===== src/hw/padframe_pkg.sv =====
// Shared constants and types for the peripheral pad frame
// Widths, pad count, function codes and register map

package padframe_pkg;

  // Bus and pad dimensions
  localparam int unsigned NUM_PADS = 8;
  localparam int unsigned REG_AW   = 32;
  localparam int unsigned REG_DW   = 32;
  localparam int unsigned SEL_W    = 3;

  typedef logic [REG_AW-1:0]   reg_addr_t;
  typedef logic [REG_DW-1:0]   reg_data_t;
  typedef logic [REG_DW/8-1:0] reg_strb_t;

  typedef logic [NUM_PADS-1:0] pad_vec_t;
  typedef logic [SEL_W-1:0]    pad_sel_t;

  // Index k holds the select of pad k
  typedef pad_sel_t [NUM_PADS-1:0] pad_sel_arr_t;

  // Per-pad function codes
  localparam pad_sel_t FUNC_GPIO     = 3'd0;
  localparam pad_sel_t FUNC_UART_TX  = 3'd1;
  localparam pad_sel_t FUNC_UART_RX  = 3'd2;
  localparam pad_sel_t FUNC_SPI_SCK  = 3'd3;
  localparam pad_sel_t FUNC_SPI_MOSI = 3'd4;
  localparam pad_sel_t FUNC_SPI_MISO = 3'd5;
  localparam pad_sel_t FUNC_I2C_SCL  = 3'd6;
  localparam pad_sel_t FUNC_I2C_SDA  = 3'd7;

  // One word per pad, starting at the base
  localparam reg_addr_t   PAD_SEL_BASE   = '0;
  localparam int unsigned PAD_SEL_STRIDE = 4;

endpackage

===== src/hw/periph_padframe.sv =====
// Peripheral pad frame top level
// Config registers, output mux and input demux

`timescale 1ns/100ps

module periph_padframe (
  input  logic                    clk_i,
  input  logic                    rst_n_i,
  input  logic                    reg_valid_i,
  input  logic                    reg_write_i,
  input  padframe_pkg::reg_addr_t reg_addr_i,
  input  padframe_pkg::reg_data_t reg_wdata_i,
  input  padframe_pkg::reg_strb_t reg_wstrb_i,
  output logic                    reg_ready_o,
  output logic                    reg_error_o,
  output padframe_pkg::reg_data_t reg_rdata_o,
  input  padframe_pkg::pad_vec_t  gpio_out_i,
  input  padframe_pkg::pad_vec_t  gpio_dir_i,
  output padframe_pkg::pad_vec_t  gpio_in_o,
  input  logic                    uart_tx_i,
  input  logic                    spi_sck_i,
  input  logic                    spi_mosi_i,
  input  logic                    i2c_scl_oe_i,
  input  logic                    i2c_sda_oe_i,
  output logic                    uart_rx_o,
  output logic                    spi_miso_o,
  output logic                    i2c_sda_o,
  input  padframe_pkg::pad_vec_t  pad_in_i,
  output padframe_pkg::pad_vec_t  pad_out_o,
  output padframe_pkg::pad_vec_t  pad_oe_o
);

  import padframe_pkg::*;

  pad_sel_arr_t pad_sel;

  pad_cfg_regs i_pad_cfg_regs (
    .clk_i       ( clk_i       ),
    .rst_n_i     ( rst_n_i     ),
    .reg_valid_i ( reg_valid_i ),
    .reg_write_i ( reg_write_i ),
    .reg_addr_i  ( reg_addr_i  ),
    .reg_wdata_i ( reg_wdata_i ),
    .reg_wstrb_i ( reg_wstrb_i ),
    .reg_ready_o ( reg_ready_o ),
    .reg_error_o ( reg_error_o ),
    .reg_rdata_o ( reg_rdata_o ),
    .pad_sel_o   ( pad_sel     )
  );

  pad_out_mux i_pad_out_mux (
    .pad_sel_i    ( pad_sel      ),
    .gpio_out_i   ( gpio_out_i   ),
    .gpio_dir_i   ( gpio_dir_i   ),
    .uart_tx_i    ( uart_tx_i    ),
    .spi_sck_i    ( spi_sck_i    ),
    .spi_mosi_i   ( spi_mosi_i   ),
    .i2c_scl_oe_i ( i2c_scl_oe_i ),
    .i2c_sda_oe_i ( i2c_sda_oe_i ),
    .pad_out_o    ( pad_out_o    ),
    .pad_oe_o     ( pad_oe_o     )
  );

  pad_in_demux i_pad_in_demux (
    .pad_sel_i  ( pad_sel    ),
    .pad_in_i   ( pad_in_i   ),
    .gpio_in_o  ( gpio_in_o  ),
    .uart_rx_o  ( uart_rx_o  ),
    .spi_miso_o ( spi_miso_o ),
    .i2c_sda_o  ( i2c_sda_o  )
  );

endmodule


===== src/hw/pad_in_demux.sv =====
// Pad input routing back to GPIO and peripheral inputs
// Lowest matching pad wins, idle level when no pad matches

`timescale 1ns/100ps

module pad_in_demux (
  input  padframe_pkg::pad_sel_arr_t pad_sel_i,
  input  padframe_pkg::pad_vec_t     pad_in_i,
  output padframe_pkg::pad_vec_t     gpio_in_o,
  output logic                       uart_rx_o,
  output logic                       spi_miso_o,
  output logic                       i2c_sda_o
);

  import padframe_pkg::*;

  // Scan from the top so the lowest index is applied last
  function automatic logic route_in(
    input pad_sel_arr_t sel,
    input pad_vec_t     pin,
    input pad_sel_t     func,
    input logic         idle
  );
    logic val;
    val = idle;
    for (int k = NUM_PADS - 1; k >= 0; k--) begin
      if (sel[k] == func) begin
        val = pin[k];
      end
    end
    return val;
  endfunction

  always_comb begin
    for (int k = 0; k < NUM_PADS; k++) begin
      gpio_in_o[k] = (pad_sel_i[k] == FUNC_GPIO) & pad_in_i[k];
    end
  end

  // UART and I2C lines idle high
  assign uart_rx_o  = route_in(pad_sel_i, pad_in_i, FUNC_UART_RX, 1'b1);
  assign spi_miso_o = route_in(pad_sel_i, pad_in_i, FUNC_SPI_MISO, 1'b0);
  assign i2c_sda_o  = route_in(pad_sel_i, pad_in_i, FUNC_I2C_SDA, 1'b1);

endmodule


===== src/hw/pad_out_mux.sv =====
// Pad output value and output enable selection
// GPIO or peripheral source per pad, chosen by its function code

`timescale 1ns/100ps

module pad_out_mux (
  input  padframe_pkg::pad_sel_arr_t pad_sel_i,
  input  padframe_pkg::pad_vec_t     gpio_out_i,
  input  padframe_pkg::pad_vec_t     gpio_dir_i,
  input  logic                       uart_tx_i,
  input  logic                       spi_sck_i,
  input  logic                       spi_mosi_i,
  input  logic                       i2c_scl_oe_i,
  input  logic                       i2c_sda_oe_i,
  output padframe_pkg::pad_vec_t     pad_out_o,
  output padframe_pkg::pad_vec_t     pad_oe_o
);

  import padframe_pkg::*;

  always_comb begin
    pad_out_o = '0;
    pad_oe_o  = '0;
    for (int k = 0; k < NUM_PADS; k++) begin
      case (pad_sel_i[k])
        FUNC_GPIO: begin
          pad_out_o[k] = gpio_out_i[k];
          pad_oe_o[k]  = gpio_dir_i[k];
        end
        FUNC_UART_TX: begin
          pad_out_o[k] = uart_tx_i;
          pad_oe_o[k]  = 1'b1;
        end
        FUNC_SPI_SCK: begin
          pad_out_o[k] = spi_sck_i;
          pad_oe_o[k]  = 1'b1;
        end
        FUNC_SPI_MOSI: begin
          pad_out_o[k] = spi_mosi_i;
          pad_oe_o[k]  = 1'b1;
        end
        // Input functions leave the pad undriven
        FUNC_UART_RX, FUNC_SPI_MISO: begin
          pad_out_o[k] = 1'b0;
          pad_oe_o[k]  = 1'b0;
        end
        // Open drain, the enable pulls the line low
        FUNC_I2C_SCL: begin
          pad_out_o[k] = 1'b0;
          pad_oe_o[k]  = i2c_scl_oe_i;
        end
        FUNC_I2C_SDA: begin
          pad_out_o[k] = 1'b0;
          pad_oe_o[k]  = i2c_sda_oe_i;
        end
        default: begin
          pad_out_o[k] = 1'b0;
          pad_oe_o[k]  = 1'b0;
        end
      endcase
    end
  end

endmodule


===== src/hw/pad_cfg_regs.sv =====
// Register bus slave for the per-pad function selects
// Fixed one-cycle response, one idle cycle after each access

`timescale 1ns/100ps

module pad_cfg_regs (
  input  logic                       clk_i,
  input  logic                       rst_n_i,
  input  logic                       reg_valid_i,
  input  logic                       reg_write_i,
  input  padframe_pkg::reg_addr_t    reg_addr_i,
  input  padframe_pkg::reg_data_t    reg_wdata_i,
  input  padframe_pkg::reg_strb_t    reg_wstrb_i,
  output logic                       reg_ready_o,
  output logic                       reg_error_o,
  output padframe_pkg::reg_data_t    reg_rdata_o,
  output padframe_pkg::pad_sel_arr_t pad_sel_o
);

  import padframe_pkg::*;

  logic         ack_q;
  logic         hold_q;
  logic         err_q;
  reg_data_t    rdata_q;
  pad_sel_arr_t pad_sel_q;

  logic         accept;
  logic         addr_hit;
  reg_addr_t    pad_offset;
  int unsigned  pad_idx;

  // Blocked while ready is high and for one cycle after
  assign accept = reg_valid_i & ~ack_q & ~hold_q;

  always_comb begin
    pad_offset = reg_addr_i - PAD_SEL_BASE;
    addr_hit   = (pad_offset < NUM_PADS * PAD_SEL_STRIDE) &&
                 (pad_offset % PAD_SEL_STRIDE == 0);
    pad_idx    = pad_offset / PAD_SEL_STRIDE;
  end

  always_ff @(posedge clk_i) begin
    if (!rst_n_i) begin
      ack_q     <= 1'b0;
      hold_q    <= 1'b0;
      err_q     <= 1'b0;
      rdata_q   <= '0;
      pad_sel_q <= {NUM_PADS{FUNC_GPIO}};
    end else begin
      ack_q  <= accept;
      hold_q <= ack_q;
      err_q  <= accept & ~addr_hit;

      if (accept && addr_hit && !reg_write_i) begin
        rdata_q <= reg_data_t'(pad_sel_q[pad_idx]);
      end else begin
        rdata_q <= '0;
      end

      // Only byte 0 carries the select field
      if (accept && addr_hit && reg_write_i && reg_wstrb_i[0]) begin
        pad_sel_q[pad_idx] <= reg_wdata_i[SEL_W-1:0];
      end
    end
  end

  assign reg_ready_o = ack_q;
  assign reg_error_o = err_q;
  assign reg_rdata_o = rdata_q;
  assign pad_sel_o   = pad_sel_q;

endmodule


===== config.mk =====
export PLATFORM = sky130hd
export DESIGN_NAME = periph_padframe
export DESIGN_NICKNAME = d
export VERILOG_FILES = /design/src/hw/padframe_pkg.sv /design/src/hw/periph_padframe.sv /design/src/hw/pad_in_demux.sv /design/src/hw/pad_out_mux.sv /design/src/hw/pad_cfg_regs.sv
export SDC_FILE = /design/constraint.sdc
export NUM_CORES = 1
export LEC_CHECK = 0
export BUFFER_PORTS_ARGS = -buffer_cell sky130_fd_sc_hd__clkbuf_2
export CORE_ASPECT_RATIO = 2
export CORE_MARGIN = 4
export CORE_UTILIZATION = 40
export CTS_BUF_LIST = sky130_fd_sc_hd__clkbuf_16
export DETAILED_ROUTE_END_ITERATION = 12
export PLACE_DENSITY_LB_ADDON = 0.15
export SLEW_MARGIN = 5
export SYNTH_ARGS = -nofsm -noshare
export SYNTH_HDL_FRONTEND = slang
export SYNTH_SLANG_ARGS = --single-unit
export TNS_END_PERCENT = 50

===== constraint.sdc =====
create_clock -name clk_i -period 4.1 [get_ports clk_i]
set_input_delay 0.82 -clock clk_i [delete_from_list [all_inputs] [get_ports clk_i]]
set_output_delay 0.82 -clock clk_i [all_outputs]
set_load 0.1 [all_outputs]

==> results.ini <==
[status]
outcome = finished clean

[sta]
worstMarginPinSlew_ns = 0.6642
finalHoldViolations = 0
fin_skew_ns = 0.001924
clock.fmax_mhz = 303.6
setup_viol = 0
rsz0062_at_grt = no
holdWs_ns = 0.5054
period_share = 0.8034
max_slew_margin = 0.5511
slew_viol_final = 0
period_needed_ns = 3.294

[clocking]
cts_resized = 0
root_buffer = clkbuf_16
htree_levels = 2
cts_buffer_depth = 2
postCtsHoldBufs = 0
post_cts_buffers = 0
clk_pin_slew_ns = 0.05
cts_tree = yes
clock_latency_ns = 0.27
cts-buffers-inserted = 5
cts_sinks = 30

[critical_path]
timing.rr.end = i_pad_cfg_regs.pad_sel_o[10]
r2r_setup_slack_ns = 2.06
rr_startpoint = i_pad_cfg_regs.reg_ready_o
rr_worst_depth = 4
cp_top_family = simple AND/OR/NAND/NOR gates
critPathBufInv = 2
crit_start = pad_in_i[7]
critPathRequiredTime_ns = 3.28
max_stage_delay_ns = 0.61
end_kind = output port
crit_chain = clkbuf_2 -> or4b_2 -> mux2i_1 -> o21ai_0 -> a41o_1 -> clkbuf_2
crit_path_max_fanout = 4
cp-start-kind = primary input
slowest_stage = or4b_2
crit_top_cell = clkbuf_2
critPathArrivalTime_ns = 2.47
path_class = primary input to output port

[min_path]
hold_depth = 1
hold_class = flop to flop
hold_start = i_pad_cfg_regs.reg_ready_o
whs_endpoint = i_pad_cfg_regs.hold_q

[pwr]
power_density_nw_per_um2 = 283.8
p_leak_nw = 1.425
finalPower_mw = 0.9539
irDropWorstVdd_mv = 0.3137

[grt]
grt_util_all_layers = 0.2023
grt_pass1_wl_um = 13320
antenna_found_initial = 0
overflow = 0
grt_pass1_vias = 2750
grt_max_degree = 30

[synth]
synthMuxAreaShare = 0.1844
synth_compound_area_frac = 0.1482
synth_top_family_by_area = simple AND/OR/NAND/NOR gates
synth_edf_count = 0
ys.flop_type = dfxtp_1
avgSynthCellArea_um2 = 8.083
synth_area_um2 = 2829
syn-instance-count = 350
ys_seq_area_frac = 0.2123
synthAdderAreaFrac = 0
synth_warnings = 0
yosysTopAreaCellShare = 0.2123
synth_seq_cells = 30
synthXorXnorAreaFrac = 0
synth_area_leader_cell = dfxtp_1
synth-simple-area-share = 0.3127
synth.area.top_cells = dfxtp_1 21%, mux2i_1 12%, buf_4 7.7%, nand2_1 5.8%, mux4_2 4.8%
synthDistinctLibCells = 53
async_flop_share = 0

[die]
io_pins = 162
die_h_um = 126.9
die_area_um2 = 8563
die_x_um = 67.47
core_um2 = 6887
rows = 43
start_util = 0.4108

[run]
maxCapViolations = 0

[cells_and_area]
nNetsFinal = 524
fin_cells = 513
antennaDiodeCount = 0
drive_gt1_frac = 0.3215
area_growth_pct = 18.80

[route]
totalWireLength_um = 8564
drtIter0Drc = 194
vias = 2876
ant_nets = 0
dr.pass1.iters = 4
avgViaCountPerCell = 5.606
dr_wl_met2_um = 4730
wl_met1_um = 2918
post_drt_wl_per_cell_um = 16.69
route.detailed.drc = 0
wl_met3_um = 558
top_layer = met4

[placed_design]
io_buffer_count = 100
gp_congestion = 0.8478
dp.cells = 506
dpl.hpwl_um = 6818

[flip-flops by register name, summed over array words and instances, names as in the netlist]
register,flops
i_pad_cfg_regs.hold_q,1
i_pad_cfg_regs.reg_rdata_o,3
i_pad_cfg_regs.reg_error_o,1
i_pad_cfg_regs.reg_ready_o,1
i_pad_cfg_regs.pad_sel_o,24
[final cells by class]
cell class / instances / area, um2
Fill cell: 736 / 3526
Multi-Input combinational cell: 272 / 1959
Sequential cell: 30 / 600.6
Timing Repair Buffer: 100 / 500.5
Clock buffer: 5 / 125.1
Tap cell: 90 / 112.6
Inverter: 14 / 52.55
Clock inverter: 2 / 10.01
[metal layers]
metal | track usage | vias up
met1 | 0.2042 | 1330
met4 | 0.1136 | 0
li1 | - | 1382
met5 | 0 | -
met2 | 0.3785 | 136
met3 | 0.02037 | 28
[layout by cell type, fill, tap and decap left out, types with 3 or more instances in the layout]
| cell | count |
|---|---|
| nor2b_1 | 3 |
| nor2_1 | 20 |
| a22oi_1 | 5 |
| o21ai_0 | 6 |
| mux2_2 | 5 |
| nand3b_1 | 4 |
| conb_1 | 29 |
| a21oi_1 | 11 |
| nand2_1 | 44 |
| or4_1 | 3 |
| o211ai_1 | 5 |
| clkbuf_16 | 5 |
| a31oi_1 | 8 |
| dfxtp_1 | 30 |
| o31ai_1 | 5 |
| nand4_1 | 3 |
| nor4_2 | 6 |
| nor4b_2 | 4 |
| nor4_1 | 4 |
| nand3_1 | 8 |
| nand4b_1 | 7 |
| inv_1 | 14 |
| o32ai_1 | 3 |
| mux2i_1 | 33 |
| o22ai_1 | 5 |
| nor4_4 | 3 |
| clkbuf_2 | 100 |
| nand2b_1 | 5 |
| nor3b_1 | 3 |
| mux4_2 | 6 |
| and3_1 | 5 |
[worst max-delay path by stage]
| stage | endpoint | slack [ns] | cells past startpoint |
|---|---|---|---|
| global route | uart_rx_o | 0.76 | 6 |
| detailed placement | uart_rx_o | 0.80 | 6 |
| global placement | uart_rx_o | 0.78 | 6 |
| floorplan | gpio_in_o[7] | -0.59 | 1 |
| finish | uart_rx_o | 0.81 | 6 |
| CTS | uart_rx_o | 0.80 | 6 |
[metrics by stage]
| stage | util | setup WS [ns] | cell area (um2) | setup TNS (ns) |
|---|---|---|---|---|
| 2_1_floorplan | - | -0.5869 | 2959 | -1.697 |
| 3_3_place_gp | 0.4684 | 0.7828 | 3226 | 0 |
| 6_report | 0.4880 | 0.8060 | 3361 | 0 |
| 4_1_cts | 0.4880 | 0.7981 | 3361 | 0 |
| 5_1_grt | 0.4880 | 0.7625 | 3361 | 0 |
| 3_5_place_dp | 0.4684 | 0.7994 | 3226 | 0 |
[cell families (layout without fill, tap and decap cells)]
kind of cell | count (synthesis) | count (layout)
buf+inv | 76 | 121
compound gates | 61 | 61
flops | 30 | 30
mux | 44 | 44
simple gates | 138 | 138
other cells | 1 | 29
[cell usage after synthesis (all sizes together), types with 5 or more instances]
| cell type | n |
|---|---|
| nand4b | 7 |
| nand3 | 9 |
| mux4 | 6 |
| nand2 | 44 |
| a31oi | 8 |
| nor4 | 13 |
| nor4b | 7 |
| o21ai | 6 |
| mux2 | 5 |
| mux2i | 33 |
| and3 | 5 |
| o22ai | 5 |
| a21oi | 11 |
| dfxtp | 30 |
| nor2 | 20 |
| o31ai | 5 |
| nand2b | 5 |
| clkbuf | 28 |
| buf | 34 |
| a22oi | 5 |
| o211ai | 5 |
| inv | 14 |
[where the power goes]
part	switching, mW	total [mW]	internal, mW
clock network	0.120	0.339	0.218
logic	0.270	0.321	0.0501
registers	0.000906	0.295	0.294
total	0.392	0.954	0.562
(Power assumes the default switching activity.)
